<file path="src/verilog/smc_pkg.sv">
//--------------------------------------------------------------------------
// Shared types and helpers for the lite static memory controller
// Little-endian only, two banks, bank picked by address bit 28
// Requester data is right-justified, a byte in [7:0], a halfword in [15:0]
//--------------------------------------------------------------------------
`default_nettype none

package smc_pkg;

   typedef logic [31:0] smc_addr_t;   // Byte address
   typedef logic [31:0] smc_data_t;   // Data word
   typedef logic [3:0]  smc_be_t;     // Byte enables, active low
   typedef logic [1:0]  smc_size_t;   // Transfer or bus size code
   typedef logic [1:0]  smc_num_t;    // Accesses still to do

   // Size codes, shared by transfer and bus
   localparam smc_size_t size_8  = 2'b00;
   localparam smc_size_t size_16 = 2'b01;
   localparam smc_size_t size_32 = 2'b10;

   localparam int bank_sel_bit = 28;  // Set for bank 1

   typedef enum logic [1:0]
   {
      st_idle = 2'b00,
      st_rw   = 2'b01,                // Memory access in progress
      st_gap  = 2'b10                 // Turnaround between accesses
   } smc_state_t;

   typedef struct packed
   {
      smc_addr_t  addr;
      smc_size_t  xfer_size;
      logic       write;              // High for a write
      smc_data_t  wdata;
   } smc_req_t;

   typedef struct packed
   {
      smc_addr_t  addr;
      logic [1:0] n_cs;               // Bit 0 drives bank 0
      smc_be_t    n_be;
      logic       n_we;
      smc_data_t  wdata;
   } smc_ext_t;

   // Bus width in bits to size code
   function automatic smc_size_t bits_to_size(input int bits);
      case (bits)
         8:       return size_8;
         16:      return size_16;
         default: return size_32;
      endcase
   endfunction

   // Data bits covered by a size code
   function automatic smc_data_t size_mask(input smc_size_t size);
      case (size)
         size_8:  return 32'h0000_00FF;
         size_16: return 32'h0000_FFFF;
         default: return 32'hFFFF_FFFF;
      endcase
   endfunction

endpackage

`default_nettype wire

</file>
<file path="src/verilog/smc_arbiter.sv">
//--------------------------------------------------------------------------
// Round-robin arbiter for two requesters
// A requester must hold req and its info until its done pulse
// Start strobe is combinational and only fires while the FSM is idle
//--------------------------------------------------------------------------
`default_nettype none

module smc_arbiter import smc_pkg::*;
(
   input  wire logic       sys_clk3,
   input  wire logic       n_sys_reset3,
   input  wire logic [1:0] req,           // Request levels
   input  wire smc_req_t   req_info0,
   input  wire smc_req_t   req_info1,
   input  wire logic       idle,          // FSM in st_idle
   output logic            valid_access,  // One-cycle start strobe
   output logic            grant_id,      // Owner of the bus
   output smc_req_t        sel_req        // Request of the owner
);

   logic r_grant;    // Last granted requester
   logic pick;       // Winner of this cycle

   // Any request starts a transfer once the FSM is free
   assign valid_access = idle & (|req);

   // Last winner yields on a tie
   always_comb
   begin
      if (&req)
         pick = ~r_grant;
      else
         pick = req[1];
   end

   //------------------------------------------------------------------------
   // Grant register, held for the whole transfer
   //------------------------------------------------------------------------
   always_ff @(posedge sys_clk3 or negedge n_sys_reset3)
   begin
      if (!n_sys_reset3)
         r_grant <= 1'b1;        // First tie goes to requester 0
      else if (valid_access)
         r_grant <= pick;
   end

   assign grant_id = valid_access ? pick : r_grant;   // New owner in cycle 0

   // Info of the owner, stable while its req is held
   assign sel_req = grant_id ? req_info1 : req_info0;

   // A start takes the FSM out of idle on the next cycle
   a_start_leaves_idle : assert property (
      @(posedge sys_clk3) disable iff (!n_sys_reset3)
      valid_access |-> idle ##1 !idle);

endmodule

`default_nettype wire

</file>
<file path="src/verilog/smc_state_ctrl.sv">
//--------------------------------------------------------------------------
// Access FSM with wait-state and access counters
// Every access spends WAIT_STATES+1 cycles in st_rw, then one st_gap
// Done comes in the last st_rw cycle of the final access
//--------------------------------------------------------------------------
`default_nettype none

module smc_state_ctrl import smc_pkg::*;
#(
   parameter int WAIT_STATES = 1          // Extra cycles per access
)
(
   input  wire logic      sys_clk3,
   input  wire logic      n_sys_reset3,
   input  wire logic      valid_access,  // Start strobe
   input  wire smc_size_t v_xfer_size,   // Transfer size, valid in cycle 0
   input  wire smc_size_t v_bus_size,    // Bus size, valid in cycle 0
   output smc_state_t     nextstate,
   output smc_num_t       num_access,    // Accesses left after this one
   output logic           last_cycle,    // Final st_rw cycle of an access
   output logic           smc_done,      // Transfer complete
   output logic           idle
);

   // Wait counter width, at least one bit
   localparam int ww = (WAIT_STATES > 0) ? $clog2(WAIT_STATES + 1) : 1;

   smc_state_t    r_state;
   logic [ww-1:0] r_wait;     // Cycles spent in this access
   smc_num_t      r_num;      // Stored access count
   smc_num_t      load_num;   // Count for a new transfer

   //------------------------------------------------------------------------
   // Accesses beyond the first, from the size ratio
   //------------------------------------------------------------------------
   always_comb
   begin
      if (v_xfer_size <= v_bus_size)
         load_num = 2'd0;                      // Fits in one access
      else if ((v_xfer_size - v_bus_size) == 2'd2)
         load_num = 2'd3;                      // Word on byte bus
      else
         load_num = 2'd1;
   end

   assign idle       = (r_state == st_idle);
   assign last_cycle = (r_state == st_rw) && (r_wait == ww'(WAIT_STATES));
   assign smc_done   = last_cycle && (r_num == 2'd0);

   // Next state
   always_comb
   begin
      case (r_state)
         st_idle: nextstate = valid_access ? st_rw : st_idle;
         st_rw:
         begin
            if (!last_cycle)
               nextstate = st_rw;              // Still waiting
            else if (r_num == 2'd0)
               nextstate = st_idle;
            else
               nextstate = st_gap;
         end
         st_gap:  nextstate = st_rw;           // Gap is always one cycle
         default: nextstate = st_idle;
      endcase
   end

   // Count for the access being set up, so the gap shows the next one
   always_comb
   begin
      if (valid_access)
         num_access = load_num;
      else if (r_state == st_gap)
         num_access = r_num - 2'd1;
      else
         num_access = r_num;
   end

   //------------------------------------------------------------------------
   // State and counters
   //------------------------------------------------------------------------
   always_ff @(posedge sys_clk3 or negedge n_sys_reset3)
   begin
      if (!n_sys_reset3)
      begin
         r_state <= st_idle;
         r_wait  <= '0;
         r_num   <= 2'd0;
      end
      else
      begin
         r_state <= nextstate;
         if ((nextstate == st_rw) && (r_state != st_rw))
            r_wait <= '0;                      // Fresh access
         else if ((r_state == st_rw) && !last_cycle)
            r_wait <= r_wait + 1'b1;
         if (valid_access)
            r_num <= load_num;
         else if (r_state == st_gap)
            r_num <= num_access;               // One access finished
      end
   end

   // Count only falls inside a transfer, a wrap past zero would raise it
   a_num_no_underflow : assert property (
      @(posedge sys_clk3) disable iff (!n_sys_reset3)
      (r_state == st_rw) && !$past(valid_access) |-> (r_num <= $past(r_num)));

endmodule

`default_nettype wire

</file>
<file path="src/verilog/smc_addr.sv">
//--------------------------------------------------------------------------
// Address, chip select and byte enables for each external access
// Bank widths are fixed by parameter, bank 1 when address bit 28 is set
// Split transfers walk the low address bits from the top byte down
//--------------------------------------------------------------------------
`default_nettype none

module smc_addr import smc_pkg::*;
#(
   parameter int BANK0_BUS = 32,          // Bank 0 width in bits
   parameter int BANK1_BUS = 8            // Bank 1 width in bits
)
(
   input  wire logic       sys_clk3,
   input  wire logic       n_sys_reset3,
   input  wire logic       valid_access,
   input  wire smc_req_t   sel_req,
   input  wire smc_state_t nextstate,
   input  wire smc_num_t   num_access,   // Accesses left after this one
   input  wire logic       smc_done,
   output smc_size_t       v_bus_size,
   output smc_size_t       v_xfer_size,
   output smc_addr_t       ext_addr,
   output logic [1:0]      ext_n_cs,
   output smc_be_t         ext_n_be,
   output smc_be_t         n_be           // Unregistered lane enables
);

   localparam smc_size_t bus0_size = bits_to_size(BANK0_BUS);
   localparam smc_size_t bus1_size = bits_to_size(BANK1_BUS);

   logic       r_active;     // Transfer in flight
   logic       r_cs;         // Stored bank
   smc_addr_t  r_addr;       // Stored request address
   smc_size_t  r_xfer_size;
   logic       v_cs;         // Bank for this cycle
   smc_addr_t  v_addr;
   logic [1:0] lo_addr;      // Low address bits of this access

   //------------------------------------------------------------------------
   // Request store
   //------------------------------------------------------------------------
   always_ff @(posedge sys_clk3 or negedge n_sys_reset3)
   begin
      if (!n_sys_reset3)
      begin
         r_active <= 1'b0;
         r_cs     <= 1'b0;
      end
      else if (valid_access)
      begin
         r_active <= 1'b1;
         r_cs     <= sel_req.addr[bank_sel_bit];
      end
      else if (smc_done)
         r_active <= 1'b0;
   end

   always_ff @(posedge sys_clk3)
   begin
      if (valid_access)
      begin
         r_addr      <= sel_req.addr;
         r_xfer_size <= sel_req.xfer_size;
      end
   end

   // Live values in cycle 0, stored ones afterwards
   assign v_cs        = valid_access ? sel_req.addr[bank_sel_bit] : r_cs;
   assign v_addr      = valid_access ? sel_req.addr : r_addr;
   assign v_xfer_size = valid_access ? sel_req.xfer_size : r_xfer_size;
   assign v_bus_size  = v_cs ? bus1_size : bus0_size;

   // Low address bits, most significant part of the word first
   always_comb
   begin
      case ({v_xfer_size, v_bus_size})
         {size_32, size_32}: lo_addr = 2'b00;
         {size_32, size_16}: lo_addr = {num_access[0], 1'b0};   // 10 then 00
         {size_32, size_8}:  lo_addr = num_access;              // 11 down to 00
         {size_16, size_8}:  lo_addr = {v_addr[1], num_access[0]};
         {size_16, size_16},
         {size_16, size_32}: lo_addr = {v_addr[1], 1'b0};
         default:            lo_addr = v_addr[1:0];             // Bytes
      endcase
   end

   //------------------------------------------------------------------------
   // Lane enables, little endian
   //------------------------------------------------------------------------
   always_comb
   begin
      n_be = 4'b1111;
      if (valid_access || r_active)
      begin
         case ({v_xfer_size, v_bus_size})
            {size_8, size_8},
            {size_16, size_8},
            {size_32, size_8}:  n_be = 4'b1110;               // Lane 0 only
            {size_8, size_16}:  n_be = v_addr[0] ? 4'b1101 : 4'b1110;
            {size_16, size_16},
            {size_32, size_16}: n_be = 4'b1100;
            {size_8, size_32}:  n_be = ~(4'b0001 << v_addr[1:0]);
            {size_16, size_32}: n_be = v_addr[1] ? 4'b0011 : 4'b1100;
            {size_32, size_32}: n_be = 4'b0000;
            default:            n_be = 4'b1111;               // Bad size code
         endcase
      end
   end

   // External outputs, live only for st_rw
   always_ff @(posedge sys_clk3 or negedge n_sys_reset3)
   begin
      if (!n_sys_reset3)
      begin
         ext_addr <= '0;
         ext_n_cs <= 2'b11;
         ext_n_be <= 4'hF;
      end
      else if (nextstate == st_rw)
      begin
         ext_addr <= {v_addr[31:2], lo_addr};
         ext_n_cs <= v_cs ? 2'b01 : 2'b10;
         ext_n_be <= n_be;
      end
      else
      begin
         ext_n_cs <= 2'b11;    // Gap or idle, address kept
         ext_n_be <= 4'hF;
      end
   end

   // A selected bank always sees at least one lane
   a_be_with_cs : assert property (
      @(posedge sys_clk3) disable iff (!n_sys_reset3)
      (ext_n_cs != 2'b11) |-> (ext_n_be != 4'hF));

endmodule

`default_nettype wire

</file>
<file path="src/verilog/smc_data_path.sv">
//--------------------------------------------------------------------------
// Write lane steering and read assembly over split transfers
// Read data out is only meaningful in the done cycle
//--------------------------------------------------------------------------
`default_nettype none

module smc_data_path import smc_pkg::*;
(
   input  wire logic       sys_clk3,
   input  wire logic       n_sys_reset3,
   input  wire logic       valid_access,
   input  wire smc_req_t   sel_req,
   input  wire smc_size_t  v_bus_size,
   input  wire smc_state_t nextstate,
   input  wire smc_num_t   num_access,
   input  wire logic       last_cycle,   // Read sample point
   input  wire smc_be_t    n_be,
   input  wire smc_data_t  ext_rdata,
   output smc_data_t       ext_wdata,
   output logic            ext_n_we,
   output smc_data_t       rdata
);

   smc_data_t  part_mask;    // Bits carried by one access
   logic [5:0] part_shift;   // Position of this access in the word
   logic [4:0] lane_shift;   // Lowest enabled lane, in bits
   smc_data_t  r_collect;    // Read bytes gathered so far
   smc_data_t  rd_merge;

   assign part_mask  = size_mask(v_bus_size) & size_mask(sel_req.xfer_size);
   assign part_shift = {4'b0000, num_access} << (3 + v_bus_size);

   always_comb
   begin
      casez (n_be)
         4'b???0: lane_shift = 5'd0;
         4'b??01: lane_shift = 5'd8;
         4'b?011: lane_shift = 5'd16;
         4'b0111: lane_shift = 5'd24;
         default: lane_shift = 5'd0;     // No lane enabled
      endcase
   end

   //------------------------------------------------------------------------
   // Write side
   //------------------------------------------------------------------------
   always_ff @(posedge sys_clk3 or negedge n_sys_reset3)
   begin
      if (!n_sys_reset3)
         ext_n_we <= 1'b1;
      else
         ext_n_we <= !((nextstate == st_rw) && sel_req.write);
   end

   // Slice for this access, moved onto its lanes
   always_ff @(posedge sys_clk3)
   begin
      if (nextstate == st_rw)
         ext_wdata <= ((sel_req.wdata >> part_shift) & part_mask) << lane_shift;
   end

   // Read side, current lanes dropped into their slot
   assign rd_merge = (r_collect & ~(part_mask << part_shift))
                   | (((ext_rdata >> lane_shift) & part_mask) << part_shift);
   assign rdata    = rd_merge;

   always_ff @(posedge sys_clk3)
   begin
      if (valid_access)
         r_collect <= '0;                // Upper bytes read as zero
      else if (last_cycle && !sel_req.write)
         r_collect <= rd_merge;
   end

endmodule

`default_nettype wire

</file>
<file path="src/verilog/smc_top.sv">
//--------------------------------------------------------------------------
// Lite static memory controller, two requesters onto two memory banks
// Bank widths of 8, 16 or 32 bits, fixed wait states, no bursts
//--------------------------------------------------------------------------
`default_nettype none

module smc_top import smc_pkg::*;
#(
   parameter int WAIT_STATES = 1,
   parameter int BANK0_BUS   = 32,
   parameter int BANK1_BUS   = 8
)
(
   input  wire logic       sys_clk3,
   input  wire logic       n_sys_reset3,
   input  wire logic [1:0] req,          // Held until done
   input  wire smc_req_t   req_info0,
   input  wire smc_req_t   req_info1,
   output logic [1:0]      done,         // One pulse per transfer
   output smc_data_t       rdata,        // Valid with done
   output smc_ext_t        ext,          // External memory bus
   input  wire smc_data_t  ext_rdata
);

   logic       valid_access;
   logic       grant_id;
   logic       idle;
   logic       last_cycle;
   logic       smc_done;
   smc_req_t   sel_req;
   smc_state_t nextstate;
   smc_num_t   num_access;
   smc_size_t  v_bus_size;
   smc_size_t  v_xfer_size;
   smc_be_t    n_be;
   smc_addr_t  ext_addr;
   logic [1:0] ext_n_cs;
   smc_be_t    ext_n_be;
   logic       ext_n_we;
   smc_data_t  ext_wdata;

   smc_arbiter arb_i (.*);

   smc_state_ctrl #(.WAIT_STATES(WAIT_STATES)) ctrl_i (.*);

   smc_addr #(.BANK0_BUS(BANK0_BUS), .BANK1_BUS(BANK1_BUS)) addr_i (.*);

   smc_data_path data_i (.*);

   // Done to the owner of the transfer
   assign done = smc_done ? (grant_id ? 2'b10 : 2'b01) : 2'b00;

   assign ext = '{addr: ext_addr, n_cs: ext_n_cs, n_be: ext_n_be,
                  n_we: ext_n_we, wdata: ext_wdata};

endmodule

`default_nettype wire

</file>
<file path="config.mk">
export PLATFORM = sky130hd
export DESIGN_NAME = smc_top
export DESIGN_NICKNAME = d
export VERILOG_FILES = /design/src/verilog/smc_pkg.sv /design/src/verilog/smc_arbiter.sv /design/src/verilog/smc_state_ctrl.sv /design/src/verilog/smc_addr.sv /design/src/verilog/smc_data_path.sv /design/src/verilog/smc_top.sv
export SDC_FILE = /design/constraint.sdc
export NUM_CORES = 1
export LEC_CHECK = 0
export ABC_CLOCK_PERIOD_IN_PS = 15500
export BUFFER_PORTS_ARGS = -buffer_cell sky130_fd_sc_hd__buf_2
export CELL_PAD_IN_SITES_DETAIL_PLACEMENT = 1
export CELL_PAD_IN_SITES_GLOBAL_PLACEMENT = 2
export CORE_ASPECT_RATIO = 0.75
export CORE_MARGIN = 2
export CORE_UTILIZATION = 34
export DETAILED_ROUTE_END_ITERATION = 10
export GPL_ROUTABILITY_DRIVEN = 0
export HOLD_SLACK_MARGIN = 0.15
export PLACE_DENSITY = 0.85
export SYNTH_ARGS = -nofsm -noshare
export SYNTH_HDL_FRONTEND = slang
export SYNTH_HIERARCHICAL = 1
export SYNTH_SLANG_ARGS = --single-unit
</file>
<file path="constraint.sdc">
create_clock -name sys_clk3 -period 15.5 [get_ports sys_clk3]
set_clock_uncertainty 0.05 [all_clocks]
set_input_delay 0.775 -clock sys_clk3 [delete_from_list [all_inputs] [get_ports sys_clk3]]
set_output_delay 0.775 -clock sys_clk3 [all_outputs]
set_load 0.03 [all_outputs]
</file>
==> summary.md, run 1 <==
| Metric | Value |
|---|---|
| First-pass DRT Iterations | 8 |
| Io pins | 275 |
| Post-synth top flop | dfxtp_1 |
| Die area | around 40000 um^2 |
| I/O Buffers | about 270 |
| Syn Area/Cell | 7.62 um^2 |
| Most frequent cells in the layout | buf_2 (274), nand3_1 (246), nand2_1 (231) |
| Max-slew violations | 0 |
| Register clock-pin slew on the reported worst setup and hold paths | about 0.070 ns |
| FFs w/ async S/R, synth | 32.4% |
| TritonCTS buffer count | 17 |
| Via count | between 15000 and 20000 |
| TritonCTS Sinks | 145 |
| Fin crit share | 51.8% |
| Num rows | 61 |
| Post-CTS setup buffer count | 0 |
| Cell area after synthesis | approximately 13000 um^2 |
| GR Util met3 | 7.98% |
| HP Class | input port to async pin |
| Initial DRC count | 1731 |
| Most Used Layer, Global Route | met2 |
| Kind of critical path | flip-flop to output pin |
| CTS tree | yes |
| Initial core utilization | 34.7% |
| Hold slack final | between 0.3 and 0.4 ns |
| Post-synthesis register bit count | 145 |
| Post-synth top area share | about a tenth |
| Status | complete, no violations |
| Hold Fails Final Rpt | 0 |
| Wirelength per Cell | 25.3 um |
| Crit. End Element | output pin |
| Root buffer cell | clkbuf_16 |
| Vias in the first global route | 14800 |
| Largest net degree at the start of global routing | 96 |
| Met1 global-route usage | between 40% and 50% |
| Met2 Resource Use GR | 44.1% |
| Total negative slack | 0 ns |
| First-pass GRT wire length | 91.5 mm |
| Cells after Synth | about 1700 |
| Critical Path AT | 7.21 ns |
| Placed cell area | 14400 um^2 |
| Hold_buf cts | 0 |
| Synth-to-Final Area Change | 15.8% |
| Sequential area share after synthesis | between 20% and 30% |
| Remaining DRCs | 0 |
| CP startpoint kind | flip-flop |
| CP Data Required Time | 14.68 ns |
| Syn nets | 1873 |
| Core Area | 37200 um^2 |
| Die H | 173 um |
| Final min period | 8.03 ns |
| Tot GR Track Use | between 20 and 30% |
| Maximum capacitance violations | 0 |
| Dominant cell type by area after synthesis | dfxtp_1 |
| DR vias/cell | 6.38 |
| Fmax | 124 MHz |
| H-tree Lvls | 4 |
| Design Area, Final | 15000 um^2 |
| Leading cell type in the layout, fill and taps excluded | buf_2 |
| Clk Latency, worst-skew pair | 0.46 ns |
| Post_cts resized | 0 |
| Worst Max-Slew Pin Slew | ~1.2 ns |
| Slew HR | 17.9% |
| Critical path launch point | ctrl_i/r_state[1] |
| Number of flops mapped to enable cells by yosys | 32 |
| Grt ovf | 0 |
| Final #Nets | 2038 |
| Estimated wirelength of the detail-placed design | 44.9 mm |
| Worst r2r src | ctrl_i/r_state[1] |
| Die X | 229 um |
| Synth area leaders | dfxtp_1 (10%), nand3_1 (9.5%), dfrtp_1 (7.5%) |
| Routed WL | 60.2 mm |
| Post-synthesis cell type count | 100 |
| YS warnings | 6 |
| Worst-path fanout max | 95 |
| Fill count | 4667 |
| Final setup violation count | 0 |
| Final ANT Viol Nets | 0 |
| Fraction of layout cells with a size suffix above 1 | 22.9% |
| Initial antenna violation count | 5 |
| RSZ-0062 raised after global routing | false |
| Clock buffer depth | 2 |
registers in the layout (all words and copies together) (netlist names), 4 cells and up:
name,cells
addr_i/ext_n_be,4
data_i/r_collect,32
addr_i/ext_addr,32
addr_i/r_addr,32
data_i/ext_wdata,32
cell type report:
cell class	instances	area [um^2]	share of cell area, %
Antenna cell	3	7.51	0.0501
Tap cell	504	631	4.21
Clock inverter	13	148	0.986
Clock buffer	19	443	2.96
Multi-Input combinational cell	1378	8650	57.8
Timing Repair Buffer	296	1540	10.3
Sequential cell	145	3470	23.2
Inverter	24	90.1	0.601
kinds of logic (layout without fill, tap and decap cells):
kind of cell               after synthesis  in the layout  share of synthesized area, %
and+or+nand+nor                        748            748                          28.6
AOI/OAI and AO/OA                      491            491                          26.5
buffers and inverters                  174            352                          6.54
DFF                                    145            145                          26.8
muxes                                  129            129                          10.7
adders and majority gates                6              6                         0.581
xor gates and xnor gates                 3              3                         0.203
other                                    1              4                        0.0290
worst paths after layout:
| check | end | slack (ns) | depth (start not counted) |
|---|---|---|---|
| worst max-delay path | rdata[11] | 7.47 | 17 |
| worst min-delay path | addr_i/ext_addr[29] | 0.37 | 2 |
| worst max register to register | data_i/ext_wdata[30] | 8.41 | 17 |
| worst min register to register | data_i/r_collect[4] | 0.42 | 2 |
| max in group asynchronous | addr_i/ext_addr[4] | 14.53 | 2 |
| min in group sys_clk3 | data_i/r_collect[4] | 0.42 | 2 |
worst max-delay path: stages, from the launching register on:
cell and delay (ns):
dfrtp_1 0.46, nor2_4 0.78, buf_4 0.85, nand3_1 0.16
nand3_1 0.40, mux2i_1 0.22, inv_1 0.12, ha_1 0.26
a21oi_1 0.23, o22ai_2 0.12, buf_4 0.26, mux2_2 0.42
a221oi_2 0.99, nand2_1 0.53, a21o_1 0.31, and3_1 0.14
o21ai_0 0.23, buf_2 0.26
cell usage after synthesis, types with 15 or more instances:
cell type  number
a31oi_1        22
a32oi_1        73
dfrtp_1        39
inv_1          22
dfxtp_1        66
clkbuf_1       57
a22oi_1        21
mux2_2         41
o21ai_1        21
nor2_1         74
o21ai_0       100
and3_1         15
nand2_1       232
and2_1         15
mux2i_1        83
nor3_1         15
o22ai_1        34
a211oi_1       21
nand3_1       246
o31ai_1        16
edfxtp_1       32
nor2b_1        84
a21oi_1        77
buf_2          70
metal layers:
layer | part of all wire [%] | vias to the layer above
met5 | 0.023 | -
met4 | 2.0 | 2
met3 | 9.7 | 95
met2 | 43 | 758
met1 | 45 | 7631
li1 | - | 6708
stage by stage:
step | setup WS (ns) | util (%) | cells
6_report | 7.47 | 40.2 | 2382
5_1_grt | 6.96 | 40.2 | 2382
4_1_cts | 7.60 | 40.2 | 2379
3_5_place_dp | 8.13 | 38.6 | 2347
3_3_place_gp | 8.34 | 38.6 | 2347
2_1_floorplan | 9.75 | - | 1697
Power of run 1 is not shown: default switching activity piles up to over one toggle a cycle in this logic, so the estimate is an artifact.
==> run 2: changes to the inputs <==
ABC_AREA = 1   (was default)
ABC_CLOCK_PERIOD_IN_PS = 6790   (was 15500)
CORE_UTILIZATION = 25   (was 34)
PLACE_DENSITY = 0.75   (was 0.85)
clock period = 6.79 ns   (was 15.5 ns; I/O delays follow)
==> run 2 against run 1 <==
Flip-flop and latch count is the same. Register-to-register slack lost 7.2 ns. Non-clock buffer count grew 2. The run now ends with max-slew violations left. Via count shrank 11%. Global-route usage shrank 8.5 points. Routed wire length shrank 18%. First-iteration DRC count shrank 39%. Cell area shrank 8.7%. Die area grew 20%.
==> summary.md, run 2 <==
| Metric | Value |
|---|---|
| Critical path's largest stage delay | 0.57 ns (-0.42 ns) |
| Clock buffer depth | 2 (unchanged) |
| First-pass DRT Iterations | 5 (-3) |
| CP Data Required Time | 6.40 ns (-8.28 ns) |
| Grt ovf | 0 (unchanged) |
| Register clock-pin slew on the reported worst setup and hold paths | 0.07 ns (about the same) |
| Final setup violation count | 0 (unchanged) |
| Most frequent cells after synthesis | nand2_1 (641), nand3_1 (344), nor2_1 (148) |
| Die X | 251 um (+9.4%) |
| CTS tree | yes |
| CP startpoint kind | flip-flop |
| Critical path buffers and inverters | 4 (unchanged) |
| Most frequent cells in the layout | nand2_1 (637), nand3_1 (343), buf_2 (274) |
| Io pins | 275 (unchanged) |
| TritonCTS Sinks | 145 (unchanged) |
| HP Class | input port to flip-flop |
| Die area | 47400 um^2 (+20%) |
| Fill count | 5866 (+26%) |
| Cell area after synthesis | 11400 um^2 (-12%) |
| Total negative slack | 0 ns (unchanged) |
| Estimated wirelength of the detail-placed design | 38.4 mm (-14%) |
| Core Area | 44800 um^2 (+20%) |
| Final #Nets | 2260 (+11%) |
| Cells after Synth | 1892 (+11%) |
| First-pass GRT wire length | 78.2 mm (-15%) |
| I/O Buffers | 274 (unchanged) |
| Status | finished, violations left |
| Initial core utilization | 25.5% (-9.3 points) |
| Highest-delay cell along the critical path | nand3_2 |
| Post-synthesis register bit count | 145 (unchanged) |
| Syn nets | 2068 (+10%) |
| Fin crit share | approximately nine tenths |
| Largest net degree at the start of global routing | 78 (-19%) |
| Syn Area/Cell | 6.04 um^2 (-21%) |
| Remaining DRCs | 0 (unchanged) |
| Final min period | roughly 6.2 ns |
| Die H | 189 um (+9.4%) |
| Cell Count, Final, Fillers Out | 2685 (+13%) |
| Most common cell on crit path | nand2_1 |
| Num rows | 67 (+9.8%) |
| Synth-to-Final Area Change | 19.7% |
| Post-synth top flop | dfxtp_1 |
| Crit. End Element | output pin |
| DR vias/cell | 5.01 (-21%) |
| Synth area leaders | nand2_1 (21%), nand3_1 (15%), dfxtp_1 (12%) |
| TritonCTS buffer count | 17 (unchanged) |
| Post-synthesis cell type count | 50 (-50%) |
| Reg2Reg Setup Slack | 1.22 ns (-7.19 ns) |
| Leading cell type in the layout, fill and taps excluded | nand2_1 |
| Sequential area share after synthesis | 30.4% (+3.5 points) |
| Final ANT Viol Nets | 0 (unchanged) |
| Critical Path AT | 5.79 ns (-1.42 ns) |
| Initial DRC count | 1048 (-39%) |
| Initial antenna violation count | 2 (-3) |
| Via count | 13500 (-11%) |
| YS warnings | 6 (unchanged) |
| Vias in the first global route | 13800 (-6.7%) |
| H-tree Lvls | 4 (unchanged) |
| Reg area | 3470 um^2 (-0.11%) |
| Multi-input gate area | 6700 um^2 (-23%) |
| Maximum capacitance violations | 0 (unchanged) |
| Number of flops mapped to enable cells by yosys | 32 (unchanged) |
| Clk Latency, worst-skew pair | 0.46 ns (about the same) |
| Worst-path fanout max | 46 (-52%) |
| Routed WL | 49.6 mm (-18%) |
| Max-slew violations | 78 (+78) |
| Post-synth top area share | 21.1% (+11 points) |
| Wirelength per Cell | 18.5 um (-27%) |
| Kind of critical path | flip-flop to output pin |
| CP top delay family | simple AND/OR/NAND/NOR gates |
| FFs w/ async S/R, synth | 32.4% (unchanged) |
| Root buffer cell | clkbuf_16 |
| Dominant cell type by area after synthesis | nand2_1 |
| RSZ-0062 raised after global routing | false |
| Worst Max-Slew Pin Slew | 1.58 ns (+0.349 ns) |
| Fraction of layout cells with a size suffix above 1 | 18.5% (-4.4 points) |
| Fmax | roughly 160 MHz |
| Slew HR | -5.45% (-23 points) |
| Crit path cell chain | nor2_1 -> nand3_2 -> nand3_1 -> nand2_1 -> inv_1 -> nand2_1 -> nand2_1 -> nor2_1 -> nor2_1 -> nand2_1 -> nand2_1 -> inv_1 -> nand2_4 -> inv_6 -> nor2_4 -> nand3_1 -> nor2_1 -> nand2_1 -> a21oi_1 -> o21ai_0 -> nand2_1 -> buf_2 |
| Inst Count DP | 2650 (+13%) |
| Hold Fails Final Rpt | 0 (unchanged) |
| Most common cell in the netlist | nand2_1 |
| Failing checks | max-slew violations |
| Tot GR Track Use | 21.0% (-8.5 points) |
==> run 2: cell types whose count changed in the layout (fill, tap and decap cells not counted), moves of 20 or more <==
| cell | delta |
|---|---|
| nand2_1 | +406 |
| o22ai_1 | -27 |
| a32oi_1 | -73 |
| inv_1 | +125 |
| mux2i_1 | -81 |
| nor2_1 | +74 |
| o21ai_1 | +41 |
| a211oi_1 | -20 |
| a21oi_1 | -37 |
| nand3_1 | +97 |
| mux2_2 | -41 |
| nor2b_1 | -81 |
==> run 2: path summary, 6_finish.rpt <==
check / start / end / cells past startpoint
min in group asynchronous: n_sys_reset3 / addr_i/ext_addr[27] / 3
hold / removal: req_info0[65] / addr_i/r_addr[30] / 5
hold reg to reg: addr_i/r_addr[18] / addr_i/r_addr[18] / 2
max in group asynchronous: n_sys_reset3 / addr_i/ext_addr[4] / 3
setup reg to reg: ctrl_i/r_state[1] / data_i/ext_wdata[17] / 25
setup / recovery: ctrl_i/r_state[1] / rdata[20] / 22
==> run 2: final cells by class <==
| type | count | area share, % |
|---|---|---|
| multi-input cells | 1463 | 49.0 |
| flip-flops and latches | 145 | 25.4 |
| repair buffers | 298 | 11.4 |
| well taps | 586 | 5.36 |
| inverters | 159 | 4.40 |
| clock buffers | 19 | 3.31 |
| clock inverters | 13 | 1.11 |
| diodes | 2 | 0.0366 |
==> run 2: repair_timing <==
item | in CTS | in global routing
setup endpoints to repair | 0 | 2
hold buffers | 1 | 0
resized for setup | 0 | 2
setup buffers | 0 | 0
endpoints found under the hold margin | 39 | 0
==> run 2: cells by family after synthesis <==
| kind of cell | Yosys count | share of synthesized area, % |
|---|---|---|
| flops | 145 | 30.4 |
| compound gates | 261 | 12.8 |
| buf+inv | 284 | 11.2 |
| other cells | 1 | 0.0328 |
| simple gates | 1193 | 44.8 |
| mux | 2 | 0.175 |
| fa+ha+maj | 6 | 0.657 |
==> run 2: worst min-delay path, stage by stage <==
cell,delay (ns)
buf_2,0.07
nand3_1,0.07
nand2_1,0.06
nand2_1,0.06
nand2_1,0.06
==> run 2: per-layer routing <==
metal | vias up | share of wire [%] | global-route usage [%] | wire length, um
met5 | - | 0 | 0 | 0
met4 | 0 | 0.99 | 4.31 | 492
met3 | 29 | 4.7 | 3.82 | 2330
met2 | 309 | 45 | 33.5 | 22100
met1 | 6543 | 50 | 29.7 | 24600
li1 | 6582 | - | - | -
==> run 2: stage by stage <==
stage	cell area (um^2)	setup slack [ns]	hold slack [ns]	utilization, %
5_1_grt	13700	0.0326	0.199	30.5
6_report	13700	0.607	0.184	30.5
3_3_place_gp	13000	1.13	0.373	29.1
2_1_floorplan	11400	2.64	-0.00609	-
3_5_place_dp	13000	1.03	0.383	29.1
4_1_cts	13700	0.509	0.160	30.5
Power of run 2 is left out for the same reason.
==> run 3: changes to the inputs <==
ABC_CLOCK_PERIOD_IN_PS = 5100   (was 6790)
RECOVER_POWER = 50   (was default)
clock period = 5.1 ns   (was 6.79 ns; I/O delays follow)
==> run 3 against run 2 <==
The run ends with max-capacitance violations, max-slew violations left. Global-route usage is 0.67 points higher. First-iteration DRC count increased by 5.0%. Final cell count up 3.2%. Core utilization increased by 1.9 points. Critical path depth up 3. Register-to-register slack worse by 0.61 ns. Non-clock buffer count grew 82. Highest routed layer unchanged.
==> summary.md, run 3 (synthesis results as in run 2) <==
| Metric | Value |
|---|---|
| Status | finished, violations left |
| Failing checks | max-capacitance violations, max-slew violations |
| Tot GR Track Use | 21.7% (+0.67 points) |
| Remaining DRCs | 0 (unchanged) |
| Worst Max-Slew Pin Slew | 2.93 ns (+1.35 ns) |
| Multi-input gate area | 6810 um^2 (+1.6%) |
| Most frequent cells in the layout | nand2_1 (627), nand3_1 (343), buf_2 (201) |
| I/O Buffers | 274 (unchanged) |
| Worst setup path endpoint | rdata[29] |
| Die area | 47400 um^2 (unchanged) |
| Vias in the first global route | 14000 (+1.1%) |
| Crit. End Element | output pin |
| Root buffer cell | clkbuf_16 |
| Clk Latency, worst-skew pair | 0.46 ns (about the same) |
| Register clock-pin slew on the reported worst setup and hold paths | 0.07 ns (about the same) |
| Hold Fails Final Rpt | 0 (unchanged) |
| Wirelength per Cell | 18.6 um (+0.75%) |
| Reg2Reg Setup Slack | 0.61 ns (-0.61 ns) |
| Kind of critical path | flip-flop to output pin |
| Io pins | 275 (unchanged) |
| Fmax | 210 MHz |
| TritonCTS buffer count | 17 (unchanged) |
| Num rows | 67 (unchanged) |
| DR vias/cell | 5.00 (-0.36%) |
| Routed WL | 51.5 mm (+3.9%) |
| Clock buffer depth | 2 (unchanged) |
| H-tree Lvls | 4 (unchanged) |
| Estimated wirelength of the detail-placed design | 39.5 mm (+2.7%) |
| Fill count | 5883 (+0.29%) |
| Max-slew violations | 158 (+100%) |
| TritonCTS Sinks | 145 (unchanged) |
| HP Class | input port to flip-flop |
| CP startpoint kind | flip-flop |
| Die H | 189 um (unchanged) |
| Worst-path fanout max | 14 (-70%) |
| Reg area | 3470 um^2 (about the same) |
| Initial core utilization | 25.5% (unchanged) |
| Final setup violation count | 0 (unchanged) |
| R2R depth | 27 (+8.0%) |
| CTS tree | yes |
| First-pass DRT Iterations | 5 (unchanged) |
| Critical path launch point | ctrl_i/r_state[1] |
| Final ANT Viol Nets | 0 (unchanged) |
| Fraction of layout cells with a size suffix above 1 | 16.7% (-1.8 points) |
| Grt ovf | 0 (unchanged) |
| Largest net degree at the start of global routing | 78 (unchanged) |
| Total negative slack | 0 ns (unchanged) |
| Fin crit share | 93.5% |
| RSZ-0062 raised after global routing | false |
| Via count | 13800 (+2.8%) |
| Reg-to-reg endpoint | data_i/ext_wdata[27] |
| Synth-to-Final Area Change | 27.2% |
| First-pass GRT wire length | 80.5 mm (+3.0%) |
| CP Data Required Time | 4.80 ns (-1.60 ns) |
| Initial DRC count | 1100 (+5.0%) |
| Worst r2r src | ctrl_i/r_state[1] |
| Die X | 251 um (unchanged) |
| Maximum capacitance violations | 2 (+2) |
| Final min period | 4.77 ns |
| Critical Path AT | 4.46 ns (-1.33 ns) |
| Leading cell type in the layout, fill and taps excluded | nand2_1 |
| Slew HR | -95.5% (-90 points) |
| Final #Nets | 2344 (+3.7%) |
| Initial antenna violation count | 3 (+1) |
| Core Area | 44800 um^2 (unchanged) |
-- run 3: per-layer routing --
metal / track usage, % / vias to the layer above / wire length [um]
li1: - / 6766 / -
met1: 30.1 / 6682 / 25100
met2: 34.6 / 354 / 22900
met3: 4.67 / 37 / 2820
met4: 4.54 / 0 / 704
met5: 0 / - / 0
-- run 3: area by class of cell --
type	count	area share, %
antenna	3	0.0517
clock buffer	22	3.41
clock inverter	10	0.654
inverter	159	4.23
multi-input combinational	1465	46.8
sequential	145	23.9
tap	586	5.05
timing repair buffer	380	15.9
-- run 3: worst min-delay path by stage --
stage	startpoint	end	slack, ns	cells past startpoint
6_report	req_info1[32]	data_i/ext_n_we	0.16	4
5_1_grt	req_info0[54]	addr_i/r_addr[19]	0.19	5
4_1_cts	req_info0[54]	addr_i/r_addr[19]	0.15	5
3_5_place_dp	n_sys_reset3	addr_i/ext_addr[25]	0.38	2
3_3_place_gp	n_sys_reset3	addr_i/ext_addr[25]	0.36	2
2_1_floorplan	n_sys_reset3	addr_i/ext_addr[0]	-0.09	0
-- run 3: through the flow --
stage | instances | area, um^2 | util (%) | hold WS, ns | setup slack (ns)
6_report | 2770 | 14500 | 32.4 | 0.164 | 0.334
5_1_grt | 2768 | 14500 | 32.4 | 0.189 | 0.00689
4_1_cts | 2757 | 14400 | 32.0 | 0.153 | 0.00379
3_5_place_dp | 2669 | 13200 | 29.4 | 0.379 | 0.212
3_3_place_gp | 2669 | 13200 | 29.4 | 0.360 | 0.369
2_1_floorplan | 1892 | 11400 | - | -0.0906 | 1.01
-- run 3: critical path: stages (launching register included) --
cell and delay, ns:
dfrtp_2 0.45, nor2_4 0.18, nand2_1 0.17, nand2_4 0.14, nand3_1 0.08, nand2_1 0.09, nand2_2 0.11, nand2_4 0.14
inv_2 0.06, inv_1 0.05, ha_1 0.25, nand2_1 0.08, nand2_1 0.07, nand3_1 0.13, nand2_1 0.13, nand2_1 0.11
o21a_2 0.24, clkinvlp_4 0.31, nor2_1 0.34, buf_4 0.25, nand3_1 0.12, nand2_1 0.07, nor2_1 0.05, nand2_1 0.12
nand2_1 0.06, buf_2 0.18
-- run 3: repair_timing --
| item | CTS | global route |
|---|---|---|
| buffers inserted | 0 | 9 |
| hold buffers | 55 | 0 |
| endpoints found under the setup margin | 24 | 32 |
| cloned | 1 | 1 |
| gates resized for setup | 6 | 57 |
| endpoints found under the hold margin | 78 | 0 |
| pin swaps | 1 | 6 |
Power of run 3 is left out for the same reason.
